--- src/rtl/uart_cmd_defines.svh ---
`ifndef UART_CMD_DEFINES_SVH
`define UART_CMD_DEFINES_SVH

// Defaults for a 50 MHz clock at 115200 baud
// A build that predefines the guard macro supplies its own values instead

// Clock cycles per serial bit
`define UART_CLKS_PER_BIT 434

// Idle cycles on tx between the two frames of a command
`define UART_GAP_CYCLES 100

// Start, 8 data, parity, stop
`define UART_FRAME_BITS 11

`endif

--- src/rtl/uart_cmd_pkg.sv ---
package uart_cmd_pkg;

  // One serial payload byte
  typedef logic [7:0] uart_byte_t;

  // Host command from bit 15 down to bit 0
  typedef struct packed {
    logic       write;   // Set for write, clear for read
    logic [6:0] addr;
    uart_byte_t wdata;   // Ignored on reads
  } cmd_t;

  // One received reply frame
  typedef struct packed {
    uart_byte_t data;
    logic       parity_ok;   // Odd parity matched
    logic       stop_ok;     // Stop bit sampled high
  } rx_result_t;

endpackage

--- src/rtl/uart_tx_serializer.sv ---
`timescale 1ns/1ps
`include "uart_cmd_defines.svh"

module uart_tx_serializer
  import uart_cmd_pkg::*;
(
  input  logic       clk,
  input  logic       rst_n,
  input  logic       tx_start,
  input  logic [7:0] tx_byte,
  output logic       tx,
  output logic       tx_done
);

  localparam int CPB   = `UART_CLKS_PER_BIT;
  localparam int CNT_W = $clog2(CPB);

  logic             busy;
  logic [CNT_W-1:0] clk_cnt;
  logic [3:0]       bit_idx;   // 0 start, 1..8 data, 9 parity, 10 stop
  uart_byte_t       shift_q;
  logic             par_q;
  logic             bit_end;

  assign bit_end = busy && (clk_cnt == CNT_W'(CPB - 1));
  assign tx_done = bit_end && (bit_idx == 4'(`UART_FRAME_BITS - 1));

  always_ff @(posedge clk or negedge rst_n)
  begin
    if (!rst_n)
    begin
      busy    <= 1'b0;
      clk_cnt <= '0;
      bit_idx <= '0;
      tx      <= 1'b1;   // Line idles high
    end
    else if (tx_start)
    begin
      busy    <= 1'b1;
      clk_cnt <= '0;
      bit_idx <= '0;
      tx      <= 1'b0;   // Start bit
    end
    else if (busy)
    begin
      clk_cnt <= bit_end ? '0 : clk_cnt + 1'b1;
      if (bit_end)
      begin
        bit_idx <= bit_idx + 1'b1;
        if (bit_idx < 4'd8)
          tx <= shift_q[0];
        else if (bit_idx == 4'd8)
          tx <= par_q;
        else
          tx <= 1'b1;   // Stop bit, then idle
        if (tx_done)
          busy <= 1'b0;
      end
    end
  end

  always_ff @(posedge clk)
  begin
    if (tx_start)
    begin
      shift_q <= tx_byte;
      par_q   <= ~^tx_byte;   // Odd parity
    end
    else if (bit_end && bit_idx < 4'd8)
      shift_q <= shift_q >> 1;
  end

  // Controller must wait for tx_done before the next byte
  a_no_start_while_busy: assert property (
    @(posedge clk) disable iff (!rst_n) tx_start |-> !busy
  );

endmodule

--- src/rtl/uart_rx_deserializer.sv ---
`timescale 1ns/1ps
`include "uart_cmd_defines.svh"

module uart_rx_deserializer
  import uart_cmd_pkg::*;
(
  input  logic       clk,
  input  logic       rst_n,
  input  logic       rx,
  input  logic       rx_arm,
  output logic       rx_valid,
  output rx_result_t rx_result
);

  localparam int CPB      = `UART_CLKS_PER_BIT;
  localparam int HALF     = CPB / 2;
  localparam int CNT_W    = $clog2(CPB);
  localparam int PAR_IDX  = `UART_FRAME_BITS - 2;
  localparam int STOP_IDX = `UART_FRAME_BITS - 1;

  logic             rx_meta;
  logic             rx_sync;
  logic             rx_prev;   // Edge register
  logic             busy;
  logic [CNT_W-1:0] clk_cnt;
  logic [3:0]       bit_idx;
  uart_byte_t       data_q;
  logic             par_q;
  logic             start_edge;
  logic             mid_bit;
  logic             bit_end;

  assign start_edge = rx_arm && !busy && rx_prev && !rx_sync;
  assign mid_bit    = busy && (clk_cnt == CNT_W'(HALF - 1));
  assign bit_end    = clk_cnt == CNT_W'(CPB - 1);

  always_ff @(posedge clk or negedge rst_n)
  begin
    if (!rst_n)
    begin
      rx_meta <= 1'b1;
      rx_sync <= 1'b1;
      rx_prev <= 1'b1;
    end
    else
    begin
      rx_meta <= rx;
      rx_sync <= rx_meta;
      rx_prev <= rx_sync;
    end
  end

  always_ff @(posedge clk or negedge rst_n)
  begin
    if (!rst_n)
    begin
      busy     <= 1'b0;
      clk_cnt  <= '0;
      bit_idx  <= '0;
      rx_valid <= 1'b0;
    end
    else
    begin
      rx_valid <= 1'b0;
      if (start_edge)
      begin
        busy    <= 1'b1;
        clk_cnt <= '0;
        bit_idx <= '0;
      end
      else if (busy)
      begin
        clk_cnt <= bit_end ? '0 : clk_cnt + 1'b1;
        if (bit_end)
          bit_idx <= bit_idx + 1'b1;
        if (mid_bit && bit_idx == 4'd0 && rx_sync)
          busy <= 1'b0;   // Glitch, not a start bit
        if (mid_bit && bit_idx == 4'(STOP_IDX))
        begin
          busy     <= 1'b0;
          rx_valid <= 1'b1;
        end
      end
    end
  end

  always_ff @(posedge clk)
  begin
    if (mid_bit)
    begin
      if (bit_idx >= 4'd1 && bit_idx <= 4'd8)
        data_q <= {rx_sync, data_q[7:1]};   // LSB first
      if (bit_idx == 4'(PAR_IDX))
        par_q <= rx_sync;
      if (bit_idx == 4'(STOP_IDX))
      begin
        rx_result.data      <= data_q;
        rx_result.parity_ok <= ^{data_q, par_q};   // Odd count of ones
        rx_result.stop_ok   <= rx_sync;
      end
    end
  end

  a_valid_one_cycle: assert property (
    @(posedge clk) disable iff (!rst_n) rx_valid |=> !rx_valid
  );

endmodule

--- src/rtl/uart_cmd_ctrl.sv ---
`timescale 1ns/1ps
`include "uart_cmd_defines.svh"

module uart_cmd_ctrl
  import uart_cmd_pkg::*;
(
  input  logic       clk,
  input  logic       rst_n,
  input  cmd_t       cmd_in,
  input  logic       cmd_vld,
  output logic       cmd_rdy,
  output logic       tx_start,
  output logic [7:0] tx_byte,
  input  logic       tx_done,
  output logic       rx_arm,
  input  logic       rx_valid,
  input  rx_result_t rx_result,
  output logic [7:0] read_data,
  output logic       read_rdy,
  output logic       read_err
);

  localparam int GAP_W = $clog2(`UART_GAP_CYCLES + 1);

  typedef enum logic [2:0] {
    S_IDLE,
    S_SEND_LO,
    S_GAP,
    S_SEND_HI,
    S_WAIT_RX
  } state_t;

  state_t           state;
  cmd_t             cmd_q;
  logic [GAP_W-1:0] gap_cnt;
  logic             accept;
  logic             reply_ok;

  assign accept   = cmd_vld && cmd_rdy;
  assign reply_ok = rx_result.parity_ok && rx_result.stop_ok;
  assign rx_arm   = (state == S_WAIT_RX);

  // Second frame carries write flag and address
  assign tx_byte = (state == S_SEND_HI) ? {cmd_q.write, cmd_q.addr} : cmd_q.wdata;

  always_ff @(posedge clk or negedge rst_n)
  begin
    if (!rst_n)
    begin
      state    <= S_IDLE;
      cmd_rdy  <= 1'b1;
      tx_start <= 1'b0;
      gap_cnt  <= '0;
      read_rdy <= 1'b0;
      read_err <= 1'b0;
    end
    else
    begin
      tx_start <= 1'b0;
      read_rdy <= 1'b0;
      read_err <= 1'b0;
      case (state)
        S_IDLE:
          if (accept)
          begin
            state    <= S_SEND_LO;
            cmd_rdy  <= 1'b0;
            tx_start <= 1'b1;   // First frame one cycle after accept
          end
        S_SEND_LO:
          if (tx_done)
          begin
            state   <= S_GAP;
            gap_cnt <= GAP_W'(`UART_GAP_CYCLES - 1);
          end
        S_GAP:
          if (gap_cnt == GAP_W'(1))
          begin
            state    <= S_SEND_HI;
            tx_start <= 1'b1;   // Lands GAP cycles after tx_done
          end
          else
            gap_cnt <= gap_cnt - 1'b1;
        S_SEND_HI:
          if (tx_done)
          begin
            if (cmd_q.write)
            begin
              state   <= S_IDLE;
              cmd_rdy <= 1'b1;
            end
            else
              state <= S_WAIT_RX;
          end
        S_WAIT_RX:
          if (rx_valid)
          begin
            state    <= S_IDLE;
            cmd_rdy  <= 1'b1;
            read_rdy <= reply_ok;
            read_err <= !reply_ok;
          end
        default:
        begin
          state   <= S_IDLE;
          cmd_rdy <= 1'b1;
        end
      endcase
    end
  end

  always_ff @(posedge clk)
  begin
    if (accept)
      cmd_q <= cmd_in;
    if (state == S_WAIT_RX && rx_valid)
      read_data <= rx_result.data;
  end

  a_rdy_err_exclusive: assert property (
    @(posedge clk) disable iff (!rst_n) !(read_rdy && read_err)
  );

  a_rdy_in_idle: assert property (
    @(posedge clk) disable iff (!rst_n) cmd_rdy == (state == S_IDLE)
  );

endmodule

--- src/rtl/uart_cmd_top.sv ---
`timescale 1ns/1ps
`include "uart_cmd_defines.svh"

module uart_cmd_top
  import uart_cmd_pkg::*;
(
  input  logic       clk,
  input  logic       rst_n,
  input  cmd_t       cmd_in,
  input  logic       cmd_vld,
  output logic       cmd_rdy,
  input  logic       rx,
  output logic       tx,
  output logic [7:0] read_data,
  output logic       read_rdy,
  output logic       read_err
);

  logic       tx_start;
  logic [7:0] tx_byte;
  logic       tx_done;
  logic       rx_arm;
  logic       rx_valid;
  rx_result_t rx_result;

  uart_cmd_ctrl u_ctrl (
    .clk       (clk),
    .rst_n     (rst_n),
    .cmd_in    (cmd_in),
    .cmd_vld   (cmd_vld),
    .cmd_rdy   (cmd_rdy),
    .tx_start  (tx_start),
    .tx_byte   (tx_byte),
    .tx_done   (tx_done),
    .rx_arm    (rx_arm),
    .rx_valid  (rx_valid),
    .rx_result (rx_result),
    .read_data (read_data),
    .read_rdy  (read_rdy),
    .read_err  (read_err)
  );

  uart_tx_serializer u_tx (
    .clk      (clk),
    .rst_n    (rst_n),
    .tx_start (tx_start),
    .tx_byte  (tx_byte),
    .tx       (tx),
    .tx_done  (tx_done)
  );

  uart_rx_deserializer u_rx (
    .clk       (clk),
    .rst_n     (rst_n),
    .rx        (rx),
    .rx_arm    (rx_arm),
    .rx_valid  (rx_valid),
    .rx_result (rx_result)
  );

endmodule

--- config.mk ---
export PLATFORM = sky130hd
export DESIGN_NAME = uart_cmd_top
export DESIGN_NICKNAME = d
export VERILOG_FILES = /design/src/rtl/uart_cmd_pkg.sv /design/src/rtl/uart_tx_serializer.sv /design/src/rtl/uart_rx_deserializer.sv /design/src/rtl/uart_cmd_ctrl.sv /design/src/rtl/uart_cmd_top.sv
export VERILOG_INCLUDE_DIRS = /design/src /design/src/rtl
export SDC_FILE = /design/constraint.sdc
export NUM_CORES = 1
export LEC_CHECK = 0
export ABC_AREA = 1
export BUFFER_PORTS_ARGS = -buffer_cell sky130_fd_sc_hd__buf_2
export CORE_ASPECT_RATIO = 0.9
export CORE_UTILIZATION = 60
export DETAILED_ROUTE_END_ITERATION = 12
export PLACE_DENSITY = 0.79
export SLEW_MARGIN = 5
export SYNTH_ARGS = -nofsm -noshare
export SYNTH_HDL_FRONTEND = slang
export SYNTH_SLANG_ARGS = --single-unit
--- constraint.sdc ---
create_clock -name clk -period 2.9 [get_ports clk]
set_clock_uncertainty 0.05 [all_clocks]
set_input_delay 0.145 -clock clk [delete_from_list [all_inputs] [get_ports clk]]
set_output_delay 0.145 -clock clk [all_outputs]
set_load 0.01 [all_outputs]
After elaboration in Yosys (flattened, before gate mapping)
Cells that the tools add are included.
Word-level totals
  register bits after elaboration: 99
  bits of input ports: 20
  output and inout port bits: 12
  logic and storage cells: 145
Operators by class
  add/subtract/negate cells: 5
  order comparisons: 3
  equal/unequal tests: 19
  mux-type cells: 53
  bitwise gates (word level): 1
  reduce and logical (&&, ||, !) cells: 36
Operator list (number)
  9-bit 2-to-1 mux: 6
  1-bit 2-to-1 mux: 26
  4-bit 2-to-1 mux: 6
  8-bit 2-to-1 mux: 3
  9-bit by 1-bit adder with 9-bit output, second input constant: 2
  9-bit == test, second input constant: 2
  3-bit 2-to-1 mux: 6
  4-bit == test, second input constant: 4
  3-bit one-hot mux with 5 select lines: 1
  1-bit logical AND: 14
  7-bit 2-to-1 mux: 2
  7-bit one-hot mux with 2 select lines: 1
  2-bit nonzero test: 6
  2-bit AND reduction: 5
  5-bit AND reduction: 2
  9-bit by 8-bit == test with 1-bit output, second input constant: 1
  9-bit parity: 1
  4-bit by 1-bit adder with 4-bit output, second input constant: 2
  2-bit inequality test, second input constant: 4
  8-bit XNOR reduction: 1
  7-bit by 1-bit == test with 1-bit output, second input constant: 1
  7-bit by 1-bit subtractor with 7-bit output, second input constant: 1
  3-bit by 2-bit == test with 1-bit output, second input constant: 2
  2-bit by 1-bit inequality test with 1-bit output, second input constant: 3
  other kinds (13): 15

Depth between registers and ports, before layout
Gate-level depths: netlist of the first run.
  word-level depth: 8
  mapped depth: 13
  mapped depth without buffers: 11

By module
Synthesis of the first run repeated with hierarchy kept, for this count alone.
Unflattened totals
  cell total of the unflattened synthesis: 489
  area, all modules: 4813.4 um^2
By module, submodules not included
  uart_rx_deserializer: instances 1, cells an instance 172, area an instance 1741.7 um^2, seq. area each 1024.7 um^2
  uart_cmd_ctrl: instances 1, cells an instance 148, area an instance 1695.4 um^2, seq. area each 1072.3 um^2
  uart_tx_serializer: instances 1, cells an instance 169, area an instance 1376.3 um^2, seq. area each 646.9 um^2

Worst setup path after synthesis of the first run
No wires, ideal clock.
  path kind: register to register
  from: register u_rx.clk_cnt[0]
  to: register u_rx.rx_result[0] (netlist name)
  library setup time: 395 ps
  arrival: 1794 ps
  required time: 2455 ps
  setup slack: 662 ps
  stages on the path, launching flop included: 7
  path buffers: 0
  period minus slack after synthesis: 2238 ps
  cell sequence: dfrtp_1 inv_1 ha_1 nand3_1 nor3_1 nand2_1 nor3b_1
On the way
  longest elaborated chain between the ends: 3
RTL lines
  start: declaration: RTL line uart_rx_deserializer.sv:25  | logic [CNT_W-1:0] clk_cnt;
  start signal: assignment: RTL line uart_rx_deserializer.sv:73  | clk_cnt <= bit_end ? '0 : clk_cnt + 1'b1;
  9-bit by 8-bit == test with 1-bit output: RTL line uart_rx_deserializer.sv:34  | assign mid_bit = busy && (clk_cnt == CNT_W'(HALF - 1));
  1-bit logical AND: RTL line uart_rx_deserializer.sv:34
  2-bit AND reduction (no source line)
Every way passes these cells.
A chain may end at the register's enable or synchronous reset.

Final worst setup path of the first run
  from: register u_ctrl.state[1]
  to: register u_rx.clk_cnt[0]
On the way
  longest elaborated chain between the ends: 5
  elaborated cells on any way between the ends: 6
  those cells by class: eq/ne (1); mux (1); reduce/logical (4)
RTL lines
  start: declaration: RTL line uart_cmd_ctrl.sv:33  | state_t state;
  start signal: assignment: RTL line uart_cmd_ctrl.sv:50  | state <= S_IDLE;
  start signal: assignment: RTL line uart_cmd_ctrl.sv:66  | state <= S_SEND_LO;
  start signal: assignment: RTL line uart_cmd_ctrl.sv:73  | state <= S_GAP;
  3-bit == test (*): RTL line uart_cmd_ctrl.sv:41  | assign rx_arm = (state == S_WAIT_RX);
  1-bit logical AND (*) (3 in series): RTL line uart_rx_deserializer.sv:33  | assign start_edge = rx_arm && !busy && rx_prev && !rx_sync;
  9-bit 2-to-1 mux or 2-bit nonzero test (tied branches)
Mark *: on every way between the ends. The rest lies on a longest branch, timed or not.

==> reports/metrics.csv, run 1 <==
stage,metric,value,unit
synth,synth_compound_area_frac,0.0610,
timing,hold_violations,0,
critical_path,r2r_start,u_ctrl.state[1],
critical_path,cp.required,3.11,ns
min_path,min_delay_worst_endpoint,u_rx.rx_sync,
drt,totalWireLength,9130,um
placement,gp_congestion,0.862,
power,powerDensity,532,nW/um2
synth,synth_top_flop_cell,edfxtp_1,
critical_path,setup.worst_path.class,register to register,
drt,drtIter0Drc,176,
drt,drc_errors,0,
critical_path,critPathLaunchType,register,
critical_path,crit_top_cell,nand2_1,
floorplan,dieArea,8250,um2
timing,tns,0,ns
power,vdd_drop_max,0.523,mV
synth,syn_area,4730,um2
placement,portBuffers,31,
layout,seqCellArea,2740,um2
cts,cts_made_buffers,9,
critical_path,slowest_delay,0.51,ns
layout,syn_to_final_growth,13.1,%
placement,dp_hpwl,6100,um
grt,met3_usage,0.0482,
floorplan,fp-row-count,30,
min_path,min_path_type,register to register,
floorplan,ios,32,
synth,muxShareOfSynthArea,0,
cts,clock_latency,0.37,ns
cts,cts_tree,done,
critical_path,r2r_end,u_rx.clk_cnt[0],
cts,clk_pin_slew,0.11,ns
grt,antenna_found_initial,0,
critical_path,slowest_stage,dfrtp_1,
synth,syn-num-nets,535,
synth,ys_ff_latch,99,
layout,diodes,0,
synth,syn_avg_cell_area,9.45,um2
drt,drtAntennaViolNets,0,
status,status,"finished, final reports clean",
timing,fin_ws,0.739,ns
layout,fillCellCount,526,
synth,ys_seq_area_frac,0.580,
cts,cts_buffer_depth,2,
synth,synth_enable_flop_cells,52,
timing,period_minus_slack,2.16,ns
grt,grt_pass1_wl,14900,um
synth,synth.area.top_cells,"edfxtp_1, dfrtp_1, nand2_1, inv_1, ha_1",
cts,cts.sinks,99,
min_path,hold_path_depth,0,
critical_path,worstPathCellList,inv_2 -> nand3_2 -> nand3b_1 -> nand2_1 -> inv_1 -> nand2_1 -> o21ai_0,
timing,final-setup-viol-count,0,
layout,nNetsFinal,589,
drt,vias,3480,
min_path,min_from,u_rx.rx_meta,
critical_path,endpoint_kind,register,
placement,post-place-ws,0.789,ns
critical_path,r2r_slack,0.74,ns
floorplan,coreArea,7580,um2
synth,synth_top_family_by_area,simple AND/OR/NAND/NOR gates,
grt,gr-max-usage-layer,met2,
timing,tightest_slew,1.04,ns
run,cap_violations,0,
layout,drive_gt1_frac,0.123,
grt,grt_pass1_vias,3257,
timing,period_share,0.745,
floorplan,die_y,86.3,um
synth,ys_types,34,
synth,async_flop_share,0.475,
synth,yosys_warnings,0,
synth,synth_xor_area_frac,0.0333,
critical_path,cp.arrival,2.37,ns
timing,slew_violations,0,
layout,multi_input_area,1670,um2
drt,wl_per_cell,13.9,um
synth,yosys.area.top_type,edfxtp_1,
critical_path,cp_max_fo,12,
drt,via_per_inst,5.30,
grt,met2_usage,0.410,
timing,rsz0062_at_grt,false,
cts,cts-resized-gates,0,
synth,synth_top_area_frac,0.330,
floorplan,start_util,0.624,
timing,hold_ws,0.315,ns
synth,yosys.area_share.simple,0.220,
grt,grt.total_usage,0.239,
floorplan,die_w,95.6,um
synth,syn-instance-count,501,
grt,grt_max_degree,48,
timing,fmax,463,MHz
drt,dr.pass1.iters,5,
critical_path,r2r_cells,7,
grt,grt_overflow_total,0,
timing,slew_headroom,0.304,
power,power.leakage,2.45,nW
cts,cts-htree-levels,3,
grt,grt_use_met1,0.303,
cts,ctsRootBufferMaster,clkbuf_8,
synth,synthAdderAreaFrac,0.0370,
## where the power goes
group          total [mW]  switching, mW  internal (mW)  leakage [nW]
sequential           1.63         0.0835           1.54          1.06
clock               0.902          0.553          0.349         0.105
combinational       0.318          0.187          0.131          1.28
total                2.85          0.824           2.02          2.45
## layout make-up
| type | instances | share of cell area |
|---|---|---|
| well taps | 96 | 0.0224 |
| inverters | 69 | 0.0484 |
| flip-flops and latches | 99 | 0.513 |
| clock inverters | 7 | 0.0157 |
| clock buffers | 9 | 0.0231 |
| multi-input cells | 324 | 0.311 |
| repair buffers | 52 | 0.0668 |
## stage by stage
stage	util	power, mW	instances	instance area, um2
final	0.706	2.85	656	5350
after global routing	0.706	2.97	656	5350
after CTS	0.706	2.85	656	5350
after detailed placement	0.655	1.95	622	4970
after global placement	0.655	1.92	622	4970
after floorplan	-	1.85	501	4730
## state kept, by name (all words and copies together), names as in the netlist, 3 cells and up
| register | count |
|---|---|
| u_ctrl.cmd_q | 16 |
| u_rx.clk_cnt | 9 |
| u_ctrl.state | 3 |
| u_rx.data_q | 8 |
| u_ctrl.read_data | 8 |
| u_tx.shift_q | 8 |
| u_tx.clk_cnt | 9 |
| u_ctrl.gap_cnt | 7 |
| u_tx.bit_idx | 4 |
| u_rx.rx_result | 10 |
| u_rx.bit_idx | 4 |
## Yosys cell counts (3+ instances only)
cell / n
ha_1: 14
nand3_1: 29
dfstp_2: 5
buf_6: 3
a21oi_1: 7
nor3_1: 10
xnor2_1: 8
a31oi_1: 4
dfrtp_1: 42
nand3b_1: 5
nand2_1: 135
o22ai_1: 3
nor3b_1: 3
xor2_1: 10
edfxtp_1: 52
o21ai_0: 21
nand4_1: 9
o21ai_1: 10
nor2_2: 3
nor2_1: 41
inv_2: 3
nand2_2: 3
inv_1: 66
## critical path, delay by kind of cell (launching register included)
family / cells / cell delay, ns
and+or+nand+nor: 4 / 1.10
DFF: 1 / 0.51
AOI/OAI and AO/OA: 1 / 0.08
buffers and inverters: 2 / 0.31
## what timing repair did
item | CTS | global route
hold buffers | 18 | 0
hold endpoints to repair | 59 | 0
setup buffers | 0 | 0
## layout by cell type (no fill, tap or decap), types with 4 or more instances in the layout
master	count
dfrtp_1	42
a31oi_1	4
nand3b_1	5
clkbuf_8	9
a21oi_1	7
nor3_1	10
buf_2	31
nand4_1	9
inv_1	66
edfxtp_1	52
o21ai_1	10
nor2_1	41
xor2_1	10
dlygate4sd3_1	18
nand3_1	29
nand2_1	135
dfstp_2	5
ha_1	14
o21ai_0	21
xnor2_1	8
## worst max-delay path by stage
stage	start	end	slack, ns	cells after the start
CTS	u_ctrl.state[1]	u_rx.clk_cnt[0]	0.78	7
detailed placement	u_ctrl.state[1]	u_rx.clk_cnt[0]	0.79	7
floorplan	u_rx.clk_cnt[0]	u_rx.rx_result[0]	0.66	6
finish	u_ctrl.state[1]	u_rx.clk_cnt[0]	0.74	7
global route	u_ctrl.state[0]	u_rx.clk_cnt[8]	0.58	6
global placement	u_ctrl.state[1]	u_rx.clk_cnt[0]	0.86	7
## logic make-up (layout without fill, tap and decap cells)
logic type	Yosys count	in the layout
buffers and inverters	78	137
DFF	99	99
adders and majority gates	14	14
and+or+nand+nor	241	241
xor gates and xnor gates	18	18
AOI/OAI and AO/OA	51	51
## layer usage
layer  up-vias  part of all wire
met3        17             0.035
met2        68              0.51
li1       1734                 -
met4         0             0.022
met5         -                 0
met1      1661              0.43
(Power assumes the default switching activity.)
==> inputs of run 2 (changes only) <==
--- a/config.mk
+++ b/config.mk
@@ -6,7 +6,7 @@
 export SDC_FILE = /design/constraint.sdc
 export NUM_CORES = 1
 export LEC_CHECK = 0
-export ABC_AREA = 1
+export ABC_AREA = 0
 export BUFFER_PORTS_ARGS = -buffer_cell sky130_fd_sc_hd__buf_2
 export CORE_ASPECT_RATIO = 0.9
 export CORE_UTILIZATION = 60
==> constraint.sdc (replaced) <==
create_clock -name clk -period 2.15 [get_ports clk]
set_clock_uncertainty 0.05 [all_clocks]
set_input_delay 0.1075 -clock clk [delete_from_list [all_inputs] [get_ports clk]]
set_output_delay 0.1075 -clock clk [all_outputs]
set_load 0.01 [all_outputs]
==> reports/metrics.csv, run 2 <==
stage,metric,value,unit,change
layout,nNetsFinal,472,,-20%
timing,period_share,0.903,,+0.158
timing,final-setup-viol-count,0,,unchanged
floorplan,ios,32,,unchanged
layout,syn_to_final_growth,15.7,%,
synth,synth_xor_area_frac,0.0652,,+0.0319
critical_path,slowest_stage,or3b_2,,
drt,drtIter0Drc,175,,-0.57%
synth,synth.area.top_cells,"edfxtp_1, dfrtp_1, xnor2_1, ha_1, dfstp_2",,
grt,grt.total_usage,0.232,,-0.00625
synth,syn_avg_cell_area,12.2,um2,+29%
synth,ys_seq_area_frac,0.600,,+0.0209
layout,largest-register,u_ctrl.cmd_q,,
drt,via_per_inst,5.65,,+6.6%
layout,fin_util,0.732,,+0.0262
power,power,3.68,mW,+29%
cts,cts_made_buffers,9,,unchanged
synth,syn-instance-count,375,,-25%
layout,final_common_cell,edfxtp_1,,
synth,yosys_warnings,0,,unchanged
run,cap_violations,0,,unchanged
placement,dp_cells,502,,-19%
power,power.leakage,2.14,nW,-13%
placement,dp_hpwl,5820,um,-4.6%
synth,syn_area,4570,um2,-3.5%
synth,synth_enable_flop_cells,52,,unchanged
placement,placed_area,4900,um2,-1.4%
critical_path,slowest_delay,0.46,ns,-0.05 ns
floorplan,die_y,84.8,um,-1.7%
synth,ys_types,58,,+71%
grt,grt_max_degree,26,,-46%
synth,async_flop_share,0.475,,unchanged
synth,syn-num-nets,409,,-24%
synth,ys_ff_latch,99,,unchanged
cts,cts-resized-gates,0,,unchanged
timing,hold_violations,0,,unchanged
drt,dr.pass1.iters,4,,-1
grt,grt_overflow_total,0,,unchanged
cts,cts-htree-levels,3,,unchanged
timing,slew_violations,0,,unchanged
placement,gp_congestion,0.874,,+1.5%
synth,synth_top_family_by_area,simple AND/OR/NAND/NOR gates,,
floorplan,die_w,94.0,um,-1.7%
cts,cts_setup_buffers,0,,unchanged
synth,synth_compound_area_frac,0.0863,,+0.0252
synth,yosys.area.top_type,edfxtp_1,,
synth,synthAdderAreaFrac,0.0383,,+0.00134
drt,drc_errors,0,,unchanged
critical_path,endpoint_kind,register,,
drt,vias,3031,,-13%
critical_path,cp_max_fo,4,,-8
grt,grt_pass1_vias,2973,,-8.7%
timing,fmax,515,MHz,+11%
cts,ctsRootBufferMaster,clkbuf_8,,
timing,tightest_slew,0.588,ns,-0.456 ns
layout,final_cell_count_no_fill,536,,-18%
layout,largest_reg_flops,16,,unchanged
critical_path,setup.worst_path.class,register to register,,
cts,clk_pin_slew,0.10,ns,about the same
synth,muxShareOfSynthArea,0.0266,,+0.0266
synth,synth_top_area_frac,0.342,,+0.0119
synth,synth_top_cells_by_count,"edfxtp_1, dfrtp_1, xnor2_1",,
drt,drtAntennaViolNets,0,,unchanged
timing,rsz0062_at_grt,false,,
power,powerDensity,696,nW/um2,+31%
synth,yosys.area_share.simple,0.153,,-0.0671
layout,mostFrequentLayoutCells,"edfxtp_1, dfrtp_1, buf_2",,
drt,wl_per_cell,15.7,um,+13%
critical_path,cp.required,2.35,ns,-0.76 ns
layout,seqCellArea,2740,um2,unchanged
floorplan,coreArea,7220,um2,-4.8%
cts,ctsHoldBuffers,18,,unchanged
layout,fillCellCount,481,,-8.6%
timing,period_minus_slack,1.94,ns,-0.219 ns
timing,fin_ws,0.208,ns,-0.531 ns
timing,tns,0,ns,unchanged
grt,grt_pass1_wl,14200,um,-5.0%
layout,multi_input_area,1690,um2,+1.4%
critical_path,cp.arrival,2.14,ns,-0.23 ns
layout,reg_top3,"u_ctrl.cmd_q (16), u_rx.rx_result (10)",,
cts,cts_buffer_depth,2,,unchanged
cts,cts_tree,done,,
power,vdd_drop_max,0.509,mV,-2.5%
floorplan,dieArea,7970,um2,-3.4%
layout,drive_gt1_frac,0.169,,+0.0461
timing,slew_headroom,0.608,,+0.304
critical_path,critPathLaunchType,register,,
grt,antenna_found_initial,0,,unchanged
placement,portBuffers,31,,unchanged
drt,totalWireLength,8410,um,-7.8%
cts,clock_latency,0.36,ns,about the same
layout,diodes,0,,unchanged
status,status,"finished, final reports clean",,
critical_path,worstPathCellList,inv_1 -> ha_1 -> or3b_2 -> nor3_1 -> a211oi_2 -> mux2_1,,
floorplan,fp-row-count,29,,-3.3%
synth,post-synth-top-count-cell,edfxtp_1,,
min_path,min_path_type,input pin to register,,
floorplan,start_util,0.633,,+0.00840
layout,final_area,5290,um2,-1.2%
synth,synth_top_flop_cell,edfxtp_1,,
placement,post-place-ws,0.209,ns,-0.580 ns
timing,hold_ws,0.0276,ns,-0.287 ns
cts,cts.sinks,99,,unchanged
run 2: path summary, 6_finish.rpt:
kind                                    from                 to  slack (ns)  cells after the start
min reg2reg                     u_rx.rx_meta       u_rx.rx_sync        0.31                      0
max in group asynchronous              rst_n       u_rx.rx_sync        1.31                      3
min in group asynchronous              rst_n    u_tx.bit_idx[0]        0.10                      2
max reg2reg                u_ctrl.gap_cnt[1]  u_ctrl.gap_cnt[1]        0.21                      6
min                                  cmd_vld     u_ctrl.cmd_rdy        0.03                      4
max                        u_ctrl.gap_cnt[1]  u_ctrl.gap_cnt[1]        0.21                      6
run 2: worst max-delay path, delay by kind of cell, from the launching register on:
kind | cells | cell delay (ns)
flops | 1 | 0.42
mux | 1 | 0.33
simple gates | 2 | 0.70
compound gates | 1 | 0.09
buf+inv | 1 | 0.09
fa+ha+maj | 1 | 0.15
run 2: kinds of logic (layout without fill, tap and decap cells):
kind of cell | after synthesis | count (layout)
simple gates | 123 | 123
flops | 99 | 99
compound gates | 61 | 61
xor+xnor | 34 | 34
buf+inv | 32 | 100
fa+ha+maj | 14 | 14
mux | 12 | 12
run 2: area by class of cell:
| cell class | count | share of cell area |
|---|---|---|
| inverters | 22 | 0.0156 |
| clock inverters | 7 | 0.0163 |
| clock buffers | 9 | 0.0234 |
| well taps | 93 | 0.0220 |
| multi-input cells | 244 | 0.319 |
| repair buffers | 62 | 0.0842 |
| flip-flops and latches | 99 | 0.519 |
run 2: where the power goes:
part / switching (mW) / total (mW) / internal (mW) / leakage [nW]
Combinational: 0.158 / 0.329 / 0.170 / 0.963
Clock: 0.710 / 1.18 / 0.468 / 0.105
Sequential: 0.109 / 2.17 / 2.06 / 1.07
Total: 0.977 / 3.68 / 2.70 / 2.14
run 2: metal layers:
layer | GRT usage | vias to the layer above | wire (um)
li1 | - | 1477 | -
met1 | 0.284 | 1485 | 3540
met2 | 0.413 | 58 | 4510
met3 | 0.0498 | 11 | 252
met4 | 0.0671 | 0 | 111
met5 | 0 | - | 0
==> inputs of run 3 (changes only) <==
--- a/config.mk
+++ b/config.mk
@@ -7,11 +7,12 @@
 export NUM_CORES = 1
 export LEC_CHECK = 0
 export ABC_AREA = 0
-export BUFFER_PORTS_ARGS = -buffer_cell sky130_fd_sc_hd__buf_2
 export CORE_ASPECT_RATIO = 0.9
-export CORE_UTILIZATION = 60
+export CORE_UTILIZATION = 63
 export DETAILED_ROUTE_END_ITERATION = 12
+export DONT_BUFFER_PORTS = 1
 export PLACE_DENSITY = 0.79
+export REMOVE_ABC_BUFFERS = 1
 export SLEW_MARGIN = 5
 export SYNTH_ARGS = -nofsm -noshare
 export SYNTH_HDL_FRONTEND = slang
==> reports/metrics.csv, run 3 (synthesis gave the netlist of run 2 again) <==
stage,metric,value,unit,change
floorplan,start_util,0.649,,+0.0163
floorplan,coreArea,7040,um2,-2.5%
timing,slew_headroom,0.577,,-0.0310
cts,cts-htree-levels,3,,unchanged
grt,grt_pass1_vias,2792,,-6.1%
critical_path,cp.arrival,2.16,ns,+0.02 ns
layout,diodes,0,,unchanged
critical_path,cp_max_fo,5,,+1
timing,period_minus_slack,1.96,ns,+0.0142 ns
critical_path,critPathBufInv,2,,+1
grt,antenna_found_initial,0,,unchanged
layout,largest_reg_flops,16,,unchanged
timing,slew_violations,0,,unchanged
drt,vias,2941,,-3.0%
drt,drtIter0Drc,231,,+32%
drt,drtAntennaViolNets,0,,unchanged
power,powerDensity,744,nW/um2,+7.0%
drt,dr.pass1.iters,5,,+1
drt,totalWireLength,8480,um,+0.78%
timing,fin_ws,0.194,ns,-0.0142 ns
floorplan,die_w,91.8,um,-2.4%
timing,final-setup-viol-count,0,,unchanged
status,status,"finished, final reports clean",,
timing,fmax,511,MHz,-0.73%
critical_path,worstPathCellList,inv_1 -> ha_1 -> or3b_2 -> nor3_1 -> a211oi_2 -> buf_4 -> a21o_1,,
layout,nNetsFinal,442,,-6.4%
layout,fillCellCount,452,,-6.0%
timing,rsz0062_at_grt,false,,
timing,hold_ws,0.0686,ns,+0.0410 ns
timing,period_share,0.910,,+0.00661
grt,grt_overflow_total,0,,unchanged
drt,drc_errors,0,,unchanged
cts,cts.sinks,99,,unchanged
timing,tns,0,ns,unchanged
timing,tightest_slew,0.633,ns,+0.0447 ns
grt,grt.total_usage,0.236,,+0.00350
critical_path,critPathLaunchType,register,,
placement,post-place-ws,0.224,ns,+0.0149 ns
cts,cts_tree,done,,
layout,reg_top3,"u_ctrl.cmd_q (16), u_rx.rx_result (10)",,
power,power,3.85,mW,+4.6%
layout,mostFrequentLayoutCells,"edfxtp_1, dfrtp_1, xnor2_1",,
cts,clk_pin_slew,0.09,ns,about the same
grt,grt_pass1_wl,13400,um,-5.3%
floorplan,ios,32,,unchanged
timing,hold_violations,0,,unchanged
drt,wl_per_cell,16.8,um,+6.8%
critical_path,endpoint_kind,register,,
power,vdd_drop_max,0.510,mV,about the same
critical_path,path_delay_family,simple AND/OR/NAND/NOR gates,,
critical_path,cp.required,2.35,ns,about the same
cts,cts_buffer_depth,2,,unchanged
placement,portBuffers,0,,-100%
cts,cts-resized-gates,0,,unchanged
cts,ctsRootBufferMaster,clkbuf_8,,
placement,gp_congestion,0.865,,-1.1%
cts,clock_latency,0.36,ns,about the same
min_path,min_path_type,input pin to register,,
layout,final_common_cell,edfxtp_1,,
critical_path,setup.worst_path.class,register to register,,
floorplan,dieArea,7600,um2,-4.7%
layout,largest-register,u_ctrl.cmd_q,,
critical_path,slowest_delay,0.46,ns,about the same
layout,drive_gt1_frac,0.107,,-0.0628
drt,via_per_inst,5.81,,+2.8%
floorplan,die_y,82.8,um,-2.4%
critical_path,slowest_stage,or3b_2,,
floorplan,fp-row-count,29,,unchanged
run,cap_violations,0,,unchanged
cts,cts_setup_buffers,0,,unchanged
layout,syn_to_final_growth,13.1,%,
placement,dp_hpwl,5430,um,-6.6%
cts,cts_made_buffers,9,,unchanged
cts,ctsHoldBuffers,20,,+2
grt,grt_max_degree,48,,+85%
power,power.leakage,2.03,nW,-5.0%
run 3: changes by cell type in the layout (fill, tap and decap cells not counted), sizes merged:
cell | previous run | this run
clkinv | 4 | 2
buf | 44 | 13
bufinv | 0 | 2
dlygate4sd3 | 18 | 19
run 3: area by class of cell:
cell class,count,area [um2],area share
Multi-Input combinational cell,244,1690,0.327
Inverter,22,82.6,0.0160
Clock buffer,9,124,0.0240
Timing Repair Buffer,32,308,0.0595
Clock inverter,7,106,0.0206
Sequential cell,99,2740,0.531
Tap cell,93,116,0.0225
run 3: path summary, 6_finish.rpt:
| path | startpoint | end | slack [ns] | cells after the start |
|---|---|---|---|---|
| worst min register to register | u_rx.rx_meta | u_rx.rx_sync | 0.31 | 0 |
| max in group asynchronous | rst_n | u_rx.rx_sync | 1.58 | 2 |
| worst max register to register | u_ctrl.gap_cnt[1] | u_ctrl.gap_cnt[0] | 0.19 | 7 |
| worst max-delay path | u_ctrl.gap_cnt[1] | u_ctrl.gap_cnt[0] | 0.19 | 7 |
| min in group asynchronous | rst_n | u_tx.clk_cnt[2] | 0.18 | 2 |
| worst min-delay path | cmd_vld | u_ctrl.tx_start | 0.07 | 3 |
run 3: stage by stage:
step | instance area, um2 | util | std cells
after floorplan | 4520 | - | 365
after global placement | 4720 | 0.671 | 470
after detailed placement | 4720 | 0.671 | 470
after CTS | 5170 | 0.734 | 506
after global routing | 5170 | 0.734 | 506
final | 5170 | 0.734 | 506
run 3: worst min-delay path, cell delays in order:
cell,delay (ns)
and2_1,0.16
nand2b_1,0.06
a21boi_0,0.10
run 3: routing by layer:
| metal | track usage | vias to the layer above | routed length, um |
|---|---|---|---|
| met5 | 0 | - | 0 |
| met4 | 0.0875 | 0 | 125 |
| met3 | 0.0401 | 15 | 242 |
| met2 | 0.438 | 59 | 4560 |
| met1 | 0.282 | 1449 | 3550 |
| li1 | - | 1418 | - |
run 3: report_power, final:
part	total, mW	switching [mW]	internal [mW]
sequential	2.17	0.111	2.06
clock	1.35	0.673	0.676
combinational	0.325	0.162	0.163
total	3.85	0.947	2.90
